==> src/logic/ldst_cfg.svh <==
// Width and reset constants for the load/store access unit
// Include in any RTL file that sizes addresses, data or bus read data
`ifndef LDST_CFG_SVH
`define LDST_CFG_SVH

// Pipeline address width
`define LDST_ADDR_W 32

// Pipeline store data and IO read data width
`define LDST_DATA_W 32

// Data memory returns a full 64-bit line
`define LDST_MEM_DATA_W 64

// IO start address before the first IOSR load
// All ones keeps every access on data memory
`define LDST_IO_START_RST 32'hffff_ffff

`endif

==> src/logic/ldst_pkg.sv <==
// Shared types of the load/store access unit
// Modules and interfaces take these by a wildcard import
`default_nettype none

package ldst_pkg;

	// Access size, same coding as the core's bus order field
	typedef enum logic [1:0] {
		ORD_BYTE = 2'b00,
		ORD_HALF = 2'b01,
		ORD_WORD = 2'b10,
		// Illegal on a request
		ORD_NONE = 2'b11
	} ldst_order_e;

	// Bus that serves an access
	typedef enum logic {
		TGT_DATA = 1'b0,
		TGT_IO   = 1'b1
	} ldst_target_e;

	// Router FSM
	typedef enum logic [1:0] {
		ST_IDLE      = 2'b00,
		// Bus request held off by lock
		ST_ISSUE     = 2'b01,
		// Load sent, waiting for the bus valid
		ST_WAIT_LOAD = 2'b10
	} ldst_state_e;

endpackage

`default_nettype wire

==> src/logic/ldst_if.sv <==
// Internal links of the load/store access unit
// ldst_req_if carries one held request from the issue stage to the router
// ldst_ret_if carries raw load return data from the router to the aligner
`default_nettype none
`include "ldst_cfg.svh"

interface ldst_req_if
	import ldst_pkg::*;
();
	// Request handshake, transfer on req && !busy
	logic                    req;
	logic                    busy;
	// Request fields, stable while req && busy
	ldst_order_e             order;
	// High for a read
	logic                    rw;
	logic [`LDST_ADDR_W-1:0] addr;
	logic [`LDST_DATA_W-1:0] wdata;

	modport issuer (
		output req,
		output order,
		output rw,
		output addr,
		output wdata,
		input  busy
	);

	modport router (
		input  req,
		input  order,
		input  rw,
		input  addr,
		input  wdata,
		output busy
	);
endinterface

interface ldst_ret_if
	import ldst_pkg::*;
();
	// One-cycle pulse, no back-pressure
	logic                        valid;
	ldst_target_e                target;
	ldst_order_e                 order;
	// Bus address bits 2 to 0 of the load
	logic [2:0]                  lane;
	// IO data sits in the low half
	logic [`LDST_MEM_DATA_W-1:0] data;

	modport router (
		output valid,
		output target,
		output order,
		output lane,
		output data
	);

	modport aligner (
		input  valid,
		input  target,
		input  order,
		input  lane,
		input  data
	);
endinterface

`default_nettype wire

==> src/logic/core_ldst_unit.sv <==
// Load/store access unit, top level
// Sits between the core pipeline and the data memory and IO buses
// Pipeline requests transfer on ldst_req && !ldst_busy, loads come back
// on ldst_rvalid; IOSR sets where the IO address window starts
`default_nettype none
`include "ldst_cfg.svh"

module core_ldst_unit
	import ldst_pkg::*;
(
	input  logic                        clock,
	input  logic                        rst,
	// System information
	input  logic                        sysinfo_iosr_valid,
	input  logic [`LDST_ADDR_W-1:0]     sysinfo_iosr,
	// Pipeline load/store port
	input  logic                        ldst_req,
	output logic                        ldst_busy,
	input  ldst_order_e                 ldst_order,
	// High for a read
	input  logic                        ldst_rw,
	input  logic [`LDST_ADDR_W-1:0]     ldst_addr,
	input  logic [`LDST_DATA_W-1:0]     ldst_wdata,
	output logic                        ldst_rvalid,
	output logic [`LDST_DATA_W-1:0]     ldst_rdata,
	// Data memory bus
	output logic                        data_req,
	input  logic                        data_lock,
	output ldst_order_e                 data_order,
	output logic                        data_rw,
	output logic [`LDST_ADDR_W-1:0]     data_addr,
	output logic [`LDST_DATA_W-1:0]     data_wdata,
	input  logic                        data_valid,
	input  logic [`LDST_MEM_DATA_W-1:0] data_rdata,
	// IO bus, rebased addresses
	output logic                        io_req,
	input  logic                        io_busy,
	output ldst_order_e                 io_order,
	output logic                        io_rw,
	output logic [`LDST_ADDR_W-1:0]     io_addr,
	output logic [`LDST_DATA_W-1:0]     io_wdata,
	input  logic                        io_valid,
	input  logic [`LDST_DATA_W-1:0]     io_rdata
);

	// Held request, issue to router
	ldst_req_if req_link ();
	// Raw load return, router to aligner
	ldst_ret_if ret_link ();

	ldst_issue u_issue (
		.clock     (clock),
		.rst       (rst),
		.cpu_req   (ldst_req),
		.cpu_busy  (ldst_busy),
		.cpu_order (ldst_order),
		.cpu_rw    (ldst_rw),
		.cpu_addr  (ldst_addr),
		.cpu_wdata (ldst_wdata),
		.req       (req_link.issuer)
	);

	ldst_router u_router (
		.clock      (clock),
		.rst        (rst),
		.iosr_valid (sysinfo_iosr_valid),
		.iosr       (sysinfo_iosr),
		.req        (req_link.router),
		.ret        (ret_link.router),
		.data_req   (data_req),
		.data_lock  (data_lock),
		.data_order (data_order),
		.data_rw    (data_rw),
		.data_addr  (data_addr),
		.data_wdata (data_wdata),
		.data_valid (data_valid),
		.data_rdata (data_rdata),
		.io_req     (io_req),
		.io_busy    (io_busy),
		.io_order   (io_order),
		.io_rw      (io_rw),
		.io_addr    (io_addr),
		.io_wdata   (io_wdata),
		.io_valid   (io_valid),
		.io_rdata   (io_rdata)
	);

	ldst_load_align u_align (
		.clock  (clock),
		.rst    (rst),
		.ret    (ret_link.aligner),
		.rvalid (ldst_rvalid),
		.rdata  (ldst_rdata)
	);

endmodule

`default_nettype wire

==> src/logic/ldst_issue.sv <==
// Input stage of the load/store access unit
// Takes pipeline requests into a one-entry holding register and presents
// the held entry to the router; the pipeline sees busy only while full
`default_nettype none
`include "ldst_cfg.svh"

module ldst_issue
	import ldst_pkg::*;
(
	input  logic                    clock,
	input  logic                    rst,
	// Pipeline side
	input  logic                    cpu_req,
	output logic                    cpu_busy,
	input  ldst_order_e             cpu_order,
	input  logic                    cpu_rw,
	input  logic [`LDST_ADDR_W-1:0] cpu_addr,
	input  logic [`LDST_DATA_W-1:0] cpu_wdata,
	// Toward the router
	ldst_req_if.issuer              req
);

	// Entry holds a request not yet taken by the router
	logic full;
	logic accept;

	// Busy only when the entry cannot drain this cycle
	assign cpu_busy = full && req.busy;
	assign accept   = cpu_req && !cpu_busy;

	assign req.req = full;

	// Full flag
	// Refill on the drain edge keeps it set
	always_ff @(posedge clock) begin
		if (rst) begin
			full <= 1'b0;
		end else if (accept) begin
			full <= 1'b1;
		end else if (full && !req.busy) begin
			full <= 1'b0;
		end
	end

	// Payload of the held entry
	always_ff @(posedge clock) begin
		if (accept) begin
			req.order <= cpu_order;
			req.rw    <= cpu_rw;
			req.addr  <= cpu_addr;
			req.wdata <= cpu_wdata;
		end
	end

	// No size-less access from the pipeline
	a_no_ord_none: assert property (
		@(posedge clock) disable iff (rst)
		accept |-> cpu_order != ORD_NONE
	);

endmodule

`default_nettype wire

==> src/logic/ldst_load_align.sv <==
// Output stage of the load/store access unit
// Picks the 32-bit word from the return bus, cuts out the byte or halfword
// lane, zero-extends it and registers the load result for the pipeline
`default_nettype none
`include "ldst_cfg.svh"

module ldst_load_align
	import ldst_pkg::*;
(
	input  logic                    clock,
	input  logic                    rst,
	// Raw return from the router
	ldst_ret_if.aligner             ret,
	// Pipeline load result
	output logic                    rvalid,
	output logic [`LDST_DATA_W-1:0] rdata
);

	logic [`LDST_DATA_W-1:0] word;
	logic [`LDST_DATA_W-1:0] lane_data;

	// Word select
	// Data memory line carries two words, IO only the low one
	always_comb begin
		if (ret.target == TGT_DATA && ret.lane[2]) begin
			word = ret.data[`LDST_MEM_DATA_W-1:`LDST_DATA_W];
		end else begin
			word = ret.data[`LDST_DATA_W-1:0];
		end
	end

	// Lane extract, zero-extended
	always_comb begin
		lane_data = '0;
		case (ret.order)
			ORD_BYTE: begin
				// Byte at lane bits 1 to 0
				lane_data[7:0] = word[{ret.lane[1:0], 3'b000} +: 8];
			end
			ORD_HALF: begin
				// Halfword at lane bit 1
				lane_data[15:0] = word[{ret.lane[1], 4'b0000} +: 16];
			end
			default: begin
				lane_data = word;
			end
		endcase
	end

	// Result valid, one cycle after the bus valid
	always_ff @(posedge clock) begin
		if (rst) begin
			rvalid <= 1'b0;
		end else begin
			rvalid <= ret.valid;
		end
	end

	// Result data
	always_ff @(posedge clock) begin
		if (ret.valid) begin
			rdata <= lane_data;
		end
	end

endmodule

`default_nettype wire

==> src/logic/ldst_router.sv <==
// Routing stage of the load/store access unit
// Holds the IO start address, sends each held request to data memory or IO,
// rebases IO addresses and tracks the single outstanding load
// Load return data goes out raw on the return interface for alignment
`default_nettype none
`include "ldst_cfg.svh"

module ldst_router
	import ldst_pkg::*;
(
	input  logic                        clock,
	input  logic                        rst,
	// System information, IO start address
	input  logic                        iosr_valid,
	input  logic [`LDST_ADDR_W-1:0]     iosr,
	// Internal links
	ldst_req_if.router                  req,
	ldst_ret_if.router                  ret,
	// Data memory bus
	output logic                        data_req,
	input  logic                        data_lock,
	output ldst_order_e                 data_order,
	output logic                        data_rw,
	output logic [`LDST_ADDR_W-1:0]     data_addr,
	output logic [`LDST_DATA_W-1:0]     data_wdata,
	input  logic                        data_valid,
	input  logic [`LDST_MEM_DATA_W-1:0] data_rdata,
	// IO bus
	output logic                        io_req,
	input  logic                        io_busy,
	output ldst_order_e                 io_order,
	output logic                        io_rw,
	output logic [`LDST_ADDR_W-1:0]     io_addr,
	output logic [`LDST_DATA_W-1:0]     io_wdata,
	input  logic                        io_valid,
	input  logic [`LDST_DATA_W-1:0]     io_rdata
);

	ldst_state_e             state;
	logic [`LDST_ADDR_W-1:0] iosr_q;
	// Target and bus address of a request held by lock
	ldst_target_e            pend_tgt;
	logic [`LDST_ADDR_W-1:0] pend_addr;
	// Outstanding load
	ldst_target_e            ld_tgt;
	ldst_order_e             ld_order;
	logic [2:0]              ld_lane;
	// Current decode
	ldst_target_e            sel_tgt;
	logic [`LDST_ADDR_W-1:0] sel_addr;
	logic                    bus_active;
	logic                    sel_lock;
	logic                    sel_valid;
	logic                    xfer;

	// IO start address register
	always_ff @(posedge clock) begin
		if (rst) begin
			iosr_q <= `LDST_IO_START_RST;
		end else if (iosr_valid) begin
			iosr_q <= iosr;
		end
	end

	// Target decode
	// A request under lock keeps the decision of its first cycle,
	// so an IOSR load cannot move it to the other bus
	always_comb begin
		if (state == ST_ISSUE) begin
			sel_tgt  = pend_tgt;
			sel_addr = pend_addr;
		end else if (req.addr >= iosr_q) begin
			sel_tgt  = TGT_IO;
			sel_addr = req.addr - iosr_q;
		end else begin
			sel_tgt  = TGT_DATA;
			sel_addr = req.addr;
		end
	end

	// No new bus request while a load is out
	assign bus_active = req.req && (state != ST_WAIT_LOAD);
	assign sel_lock   = (sel_tgt == TGT_IO) ? io_busy : data_lock;
	assign xfer       = bus_active && !sel_lock;
	assign sel_valid  = (ld_tgt == TGT_IO) ? io_valid : data_valid;

	// Busy covers bus back-pressure and the whole load wait
	assign req.busy = (state == ST_WAIT_LOAD) || (bus_active && sel_lock);

	// Data memory side, address unchanged
	assign data_req   = bus_active && (sel_tgt == TGT_DATA);
	assign data_order = req.order;
	assign data_rw    = req.rw;
	assign data_addr  = sel_addr;
	assign data_wdata = req.wdata;

	// IO side, rebased address
	assign io_req   = bus_active && (sel_tgt == TGT_IO);
	assign io_order = req.order;
	assign io_rw    = req.rw;
	assign io_addr  = sel_addr;
	assign io_wdata = req.wdata;

	// Raw return, pulse on the bus valid edge
	assign ret.valid  = (state == ST_WAIT_LOAD) && sel_valid;
	assign ret.target = ld_tgt;
	assign ret.order  = ld_order;
	assign ret.lane   = ld_lane;
	assign ret.data   = (ld_tgt == TGT_IO) ?
		{{(`LDST_MEM_DATA_W - `LDST_DATA_W){1'b0}}, io_rdata} : data_rdata;

	// Router FSM
	always_ff @(posedge clock) begin
		if (rst) begin
			state <= ST_IDLE;
		end else begin
			case (state)
				ST_IDLE, ST_ISSUE: begin
					if (xfer) begin
						// Stores finish here
						state <= req.rw ? ST_WAIT_LOAD : ST_IDLE;
					end else if (bus_active) begin
						state <= ST_ISSUE;
					end
				end
				ST_WAIT_LOAD: begin
					if (sel_valid) begin
						state <= ST_IDLE;
					end
				end
				default: state <= ST_IDLE;
			endcase
		end
	end

	// Decision capture on a locked first cycle, load context on transfer
	always_ff @(posedge clock) begin
		if (state == ST_IDLE && bus_active) begin
			pend_tgt  <= sel_tgt;
			pend_addr <= sel_addr;
		end
		if (xfer) begin
			ld_tgt   <= sel_tgt;
			ld_order <= req.order;
			ld_lane  <= sel_addr[2:0];
		end
	end

	a_one_bus: assert property (
		@(posedge clock) disable iff (rst)
		!(data_req && io_req)
	);

	// Valid only from the bus that owns the outstanding load
	a_data_valid_owned: assert property (
		@(posedge clock) disable iff (rst)
		data_valid |-> state == ST_WAIT_LOAD && ld_tgt == TGT_DATA
	);

	a_io_valid_owned: assert property (
		@(posedge clock) disable iff (rst)
		io_valid |-> state == ST_WAIT_LOAD && ld_tgt == TGT_IO
	);

endmodule

`default_nettype wire
==> config.mk <==
export PLATFORM = sky130hd
export DESIGN_NAME = core_ldst_unit
export DESIGN_NICKNAME = d
export VERILOG_FILES = /design/src/logic/ldst_pkg.sv /design/src/logic/ldst_if.sv /design/src/logic/core_ldst_unit.sv /design/src/logic/ldst_issue.sv /design/src/logic/ldst_load_align.sv /design/src/logic/ldst_router.sv
export VERILOG_INCLUDE_DIRS = /design/src /design/src/logic
export SDC_FILE = /design/constraint.sdc
export NUM_CORES = 1
export LEC_CHECK = 0
export BUFFER_PORTS_ARGS = -buffer_cell sky130_fd_sc_hd__buf_4
export CORE_AREA = 2 2 145 147
export DETAILED_ROUTE_END_ITERATION = 8
export DIE_AREA = 0 0 147 149
export PLACE_DENSITY = 0.89
export SLEW_MARGIN = 5
export SYNTH_ARGS = -nofsm -noshare
export SYNTH_HDL_FRONTEND = slang
export SYNTH_SLANG_ARGS = --single-unit
export TNS_END_PERCENT = 5
==> constraint.sdc <==
create_clock -name clock -period 10.8 [get_ports clock]
set_input_delay 0.54 -clock clock [delete_from_list [all_inputs] [get_ports clock]]
set_output_delay 0.54 -clock clock [all_outputs]
set_load 0.02 [all_outputs]
==> flow_metrics.py, run 1 <==
metrics = {
    "sta": {
        "fin_skew_ps": 13.1,
        "tns_ps": 0,
        "rsz0062_at_grt": "false",
        "setup_viol": 0,
        "layout_setup_ws_ps": 6160,
        "fmax_mhz": 215,
        "tightest_slew_ps": 1190,
        "fin_crit_sh": 0.430,
        "slew_viol_final": 0,
        "finalCriticalPeriod_ps": 4640,
        "hold_viol": 0,
        "relSlewSlack": 0.209,
    },
    "logic_synthesis": {
        "synthAdderAreaFrac": 0.0439,
        "synth_top_family_by_area": "compound AO/OA/AOI/OAI gates",
        "yosys_warnings": 0,
        "async_flop_share": 0,
        "ys_ff_latch": 174,
        "netlist_area_um2": 9580,
        "synth_nets": 1168,
        "synth_cell_types": 63,
        "ys_seq_area_frac": 0.508,
        "syn_avg_cell_area_um2": 10.3,
        "synthXorXnorAreaFrac": 0.0210,
        "synth_ff_type": "edfxtp_1",
        "synthSimpleGateAreaFrac": 0.110,
        "synth.mux.area_fraction": 0.0554,
        "synth_cells": 932,
        "synth-edff-count": 138,
        "synth_compound_area_frac": 0.172,
    },
    "worst_setup_path": {
        "crit_arrival_ps": 4100,
        "required_ps": 10260,
        "path_class": "register to output port",
        "r2r-end": "u_issue.req.order[0]",
        "path_max_fanout": 3,
        "crit_cells": 14,
        "path_cells": "inv_1 -> ha_1 -> fa_1 -> nand2b_1 -> a21oi_1 -> o21bai_1 -> a21boi_0 -> o21ai_0 -> a31oi_1 -> o211ai_1 -> a21boi_0 -> mux2_2 -> a221oi_1 -> buf_4",
        "regToRegStartpoint": "u_issue.req.addr[25]",
        "ff2ff_path_depth": 11,
        "crit_path_end_kind": "output port",
        "crit_start": "u_issue.req.addr[0]",
        "cp-start-kind": "register",
        "critPathTopFamily": "compound AO/OA/AOI/OAI gates",
        "slowest_delay_ps": 460,
        "critical_path_buf_inv_count": 2,
        "cp_slowest_cell": "a221oi_1",
        "critPathCapture": "io_addr[18]",
        "r2r_slack_ps": 6690,
        "critPathMostFrequentCell": "a21boi_0",
    },
    "place": {
        "gp_congestion": 0.951,
        "portBuffers": 372,
        "post-place-ws_ps": 6680,
        "place_hpwl_um": 20800,
    },
    "min_path": {
        "hold_class": "primary input to register",
    },
    "clock_tree": {
        "cts_buffers": 17,
        "cts_tree": "yes",
        "htree_levels": 4,
        "cts_buffer_depth": 2,
        "hold_buffers": 0,
        "postCtsSetupBuffers": 0,
        "path_clk_slew_ps": 80,
        "cts_sinks": 174,
        "insertion_delay_ps": 430,
        "cts_resized": 0,
        "cts_root_buf": "clkbuf_16",
    },
    "detailed_routing": {
        "firstDrtPassIters": 5,
        "dr_total_vias": 8187,
        "wire_per_inst_um": 18.4,
        "antenna_left": 0,
        "wirelength_um": 27700,
        "drtIter0Drc": 401,
        "viasPerCell": 5.43,
        "drc": 0,
    },
    "power_and_ir_drop": {
        "irDropWorstVdd_mv": 0.105,
        "power_mw": 1.96,
        "p_leak_nw": 5.74,
        "p_per_area_nw_per_um2": 155,
    },
    "global_route": {
        "grt_pass1_vias": 8125,
        "grt_max_degree": 68,
        "grt_use_total": 0.242,
        "antenna_found_initial": 1,
        "grt_pass1_wl_um": 41100,
        "grt-ovfl-total": 0,
    },
    "finish": {
        "layout_commonest_cell": "buf_4",
        "final_util": 0.617,
        "fillerInstances": 1640,
        "drive_gt1_frac": 0.357,
        "final_nets": 1454,
        "area_growth_pct": 32.3,
        "final_cell_mix": "buf_4 (380), edfxtp_1 (138), nor2_1 (108), a21oi_1 (92), nand2_1 (72)",
    },
    "die": {
        "ios": 373,
        "start_util": 0.466,
        "coreArea_um2": 20600,
        "die_w_um": 147,
        "num_rows": 53,
        "die_h_um": 149,
        "dieArea_um2": 21900,
    },
    "run": {
        "max_cap_violations": 0,
    },
    "outcome": {
        "status": "complete, no violations",
    },
}
-- cell usage after synthesis, types with 4 or more instances --
cell type    n  share of area
buf_1        6         0.0024
mux2_2       8         0.0094
a31oi_1      8         0.0052
xor2_1      12          0.011
nand2b_1     5         0.0033
o21bai_1     4         0.0031
and3_1      10         0.0065
edfxtp_1   138           0.43
a21boi_0     4         0.0031
o211ai_1    35          0.027
clkbuf_1    29          0.011
a21oi_1     93          0.049
nor2_1     109          0.043
o21ai_0     41          0.021
nor2b_1     11         0.0072
mux2i_1     44          0.046
nor3_1       4         0.0021
a21o_1      15          0.012
xnor2_1     11          0.010
a22o_1       7         0.0064
ha_1        32          0.042
a211oi_1     5         0.0039
and2_1       5         0.0033
o22ai_1      9         0.0059
dfxtp_1     36          0.075
inv_1       41          0.016
a31o_2       4         0.0037
nand2_1     72          0.028
o21a_1       5         0.0039
buf_4       68          0.053
nand3_1     11         0.0057
buf_2        8         0.0042
-- worst min-delay path by stage --
| stage | startpoint | end | slack, ps | cells after the start |
|---|---|---|---|---|
| 3_3_place_gp | u_router.iosr_q[0] | u_router.iosr_q[0] | 460 | 2 |
| 4_1_cts | ldst_wdata[14] | u_issue.req.wdata[14] | 260 | 1 |
| 6_report | ldst_wdata[14] | u_issue.req.wdata[14] | 280 | 1 |
| 3_5_place_dp | u_router.iosr_q[13] | u_router.iosr_q[13] | 480 | 2 |
| 5_1_grt | ldst_wdata[16] | u_issue.req.wdata[16] | 260 | 1 |
| 2_1_floorplan | u_router.iosr_q[0] | u_router.iosr_q[0] | 450 | 2 |
-- layout make-up --
class	count	area, µm²	area share
flip-flops and latches	174	4860	0.384
multi-input cells	603	3880	0.306
repair buffers	380	2850	0.225
clock buffers	18	429	0.0338
well taps	275	344	0.0271
inverters	42	158	0.0124
clock inverters	14	153	0.0120
diodes	1	2.50	0.000197
-- through the flow --
step | hold WS [ps] | cells | area, µm²
6_report | 278 | 1507 | 12700
5_1_grt | 257 | 1507 | 12700
4_1_cts | 265 | 1506 | 12700
3_5_place_dp | 476 | 1474 | 12100
3_3_place_gp | 461 | 1474 | 12100
2_1_floorplan | 446 | 932 | 9580
-- per-layer routing --
| metal | vias to the layer above | global-route usage | routed length, µm |
|---|---|---|---|
| met5 | - | 0 | 0 |
| met4 | 0 | 0.101 | 933 |
| met3 | 53 | 0.0554 | 2140 |
| met2 | 431 | 0.462 | 14700 |
| met1 | 3813 | 0.256 | 9920 |
| li1 | 3890 | - | - |
-- worst register-to-register path: stages (launching register included) --
cell and delay [ps]:
edfxtp_1 400, ha_1 370, a21o_1 200, a21o_1 190
a2111oi_0 450, o21ai_1 210, a211oi_4 200, buf_4 380
mux2i_1 270, a22oi_2 140, a21oi_4 150, buf_4 680
-- where the power goes --
group          switching [mW]  internal, mW  leakage, nW  total [mW]
registers              0.0226         0.781         1.60       0.804
clock network           0.295         0.309        0.285       0.605
logic                   0.319         0.235         3.85       0.555
-- flip-flops by register name (all words and copies together), names as in the netlist, 3 cells and up --
signal and flops:
u_issue.req.addr 32, u_router.pend_addr 32, u_align.rdata 32, u_issue.req.wdata 32, u_router.iosr_q 32, u_router.ret.lane 3
-- logic make-up (layout without fill, tap and decap cells) --
kind of cell / after synthesis / after routing
buffers and inverters: 155 / 454
AOI/OAI and AO/OA: 256 / 256
xor gates and xnor gates: 23 / 23
adders and majority gates: 33 / 33
DFF: 174 / 174
muxes: 52 / 52
other: 0 / 1
and+or+nand+nor: 239 / 239
(Power assumes the default switching activity.)
==> run 2: changes to the inputs <==
--- a/config.mk
+++ b/config.mk
@@ -7,9 +7,9 @@
 export NUM_CORES = 1
 export LEC_CHECK = 0
 export BUFFER_PORTS_ARGS = -buffer_cell sky130_fd_sc_hd__buf_4
-export CORE_AREA = 2 2 145 147
+export CORE_ASPECT_RATIO = 0.8
+export CORE_UTILIZATION = 45
 export DETAILED_ROUTE_END_ITERATION = 8
-export DIE_AREA = 0 0 147 149
 export PLACE_DENSITY = 0.89
 export SLEW_MARGIN = 5
 export SYNTH_ARGS = -nofsm -noshare
==> constraint.sdc (replaced) <==
create_clock -name clock -period 3.8 [get_ports clock]
set_input_delay 0.19 -clock clock [delete_from_list [all_inputs] [get_ports clock]]
set_output_delay 0.19 -clock clock [all_outputs]
set_load 0.02 [all_outputs]
==> flow_metrics.py, run 2 (synthesized netlist as in run 1, its figures left out) <==
metrics = {
    "sta": {
        "fmax_mhz": 264,
        "relSlewSlack": 0.181,
        "hold_viol": 0,
        "slew_viol_final": 0,
        "setup_viol": 0,
        "fin_skew_ps": 17.2,
        "finalCriticalPeriod_ps": 3790,
        "tns_ps": 0,
        "fin_crit_sh": 0.999,
        "rsz0062_at_grt": "true",
        "tightest_slew_ps": 1220,
    },
    "global_route": {
        "grt_use_total": 0.285,
        "grt_pass1_vias": 8863,
        "grt_pass1_wl_um": 47700,
        "global_route.usage.met3": 0.0574,
        "grt_use_met2": 0.504,
        "grt-busiest-layer": "met2",
        "antenna_found_initial": 3,
        "grtUsageMet1": 0.329,
        "grt-ovfl-total": 0,
        "grt_max_degree": 64,
    },
    "clock_tree": {
        "htree_levels": 4,
        "insertion_delay_ps": 440,
        "cts_root_buf": "clkbuf_16",
        "cts_tree": "yes",
        "cts_buffers": 17,
        "cts_sinks": 174,
        "path_clk_slew_ps": 70,
        "cts_buffer_depth": 2,
    },
    "worst_setup_path": {
        "ff2ff_path_depth": 11,
        "path_class": "register to output port",
        "required_ps": 3610,
        "path_max_fanout": 26,
        "r2r_slack_ps": 200,
        "regToRegStartpoint": "u_issue.req.addr[7]",
        "cp-start-kind": "register",
        "critPathCapture": "io_addr[29]",
        "r2r-end": "u_issue.req.wdata[31]",
        "crit_path_end_kind": "output port",
        "crit_start": "u_issue.req.addr[7]",
        "crit_arrival_ps": 3600,
    },
    "place": {
        "portBuffers": 372,
        "gp_congestion": 0.882,
        "place_hpwl_um": 21600,
    },
    "die": {
        "dieArea_um2": 21900,
        "start_util": 0.462,
        "ios": 373,
        "die_h_um": 133,
        "coreArea_um2": 20800,
        "num_rows": 47,
        "die_w_um": 165,
    },
    "detailed_routing": {
        "dr_total_vias": 8872,
        "firstDrtPassIters": 5,
        "wire_per_inst_um": 20.0,
        "antenna_left": 0,
        "drc": 0,
        "wirelength_um": 32300,
        "viasPerCell": 5.49,
        "drtIter0Drc": 648,
    },
    "power_and_ir_drop": {
        "power_mw": 5.85,
        "irDropWorstVdd_mv": 0.312,
        "p_leak_nw": 6.24,
        "p_per_area_nw_per_um2": 415,
    },
    "finish": {
        "drive_gt1_frac": 0.366,
        "layout_commonest_cell": "buf_4",
        "fillerInstances": 1472,
        "area_growth_pct": 47.2,
        "final_nets": 1566,
        "final_cell_mix": "buf_4 (388), edfxtp_1 (138), nor2_1 (105), dlygate4sd3_1 (97), a21oi_1 (88)",
    },
    "min_path": {
        "hold_class": "primary input to register",
    },
    "run": {
        "max_cap_violations": 0,
    },
    "outcome": {
        "status": "complete, no violations",
    },
}
## run 2: layer usage
layer  vias up  part of all wire
met2       490              0.52
li1       4103                 -
met4         0             0.036
met5         -                 0
met1      4198              0.37
met3        81             0.073
## run 2: cell type report
cell class,count,area (µm²),area share
inverters,42,158,0.0112
clock buffers,18,439,0.0311
multi-input cells,603,4140,0.293
diodes,4,10.0,0.000710
well taps,269,337,0.0239
clock inverters,14,141,0.0100
repair buffers,492,4020,0.285
flip-flops and latches,174,4870,0.345
## run 2: repair_timing
| item | CTS | global route |
|---|---|---|
| buffers inserted | 5 | 3 |
| hold endpoints to repair | 100 | 0 |
| gates cloned | 1 | 0 |
| gates resized for setup | 17 | 32 |
| hold buffers | 97 | 0 |
| endpoints found under the setup margin | 44 | 58 |
| pin swaps | 6 | 15 |
## run 2: metrics by stage
step                utilization  area, µm²  instances  hold slack (ps)  worst slack [ps]
floorplan                     -       9630        932              259              3.41
global placement          0.588      12200       1474              368               204
detailed placement        0.588      12200       1474              369               111
CTS                       0.670      13900       1609             4.03              12.5
global route              0.679      14100       1615             22.3              -133
finish                    0.680      14100       1616             15.4              5.50
## run 2: power breakdown
| part | switching, mW | internal [mW] | leakage (nW) |
|---|---|---|---|
| Combinational | 0.992 | 0.817 | 4.36 |
| Sequential | 0.0798 | 2.22 | 1.60 |
| Clock | 0.852 | 0.891 | 0.276 |
## run 2: worst min path at each step
stage / from / end / slack [ps] / cells after the start
floorplan: rst / u_router.state[0] / 260 / 1
global placement: ldst_wdata[25] / u_issue.req.wdata[25] / 370 / 1
detailed placement: ldst_addr[6] / u_issue.req.addr[6] / 370 / 1
CTS: sysinfo_iosr[2] / u_router.iosr_q[2] / 4 / 3
global route: sysinfo_iosr[15] / u_router.iosr_q[15] / 20 / 3
finish: sysinfo_iosr[15] / u_router.iosr_q[15] / 20 / 3
## run 2: worst max-delay path, cell delays in order (launching register included)
cell and delay, ps:
edfxtp_1 400, ha_1 410, a21oi_2 250, nor3b_2 340
o211ai_2 150, o21bai_4 210, a211oi_4 320, buf_12 180
buf_12 170, nor2_1 60, a21oi_1 120, o21ai_0 150
a21oi_2 220, buf_4 180
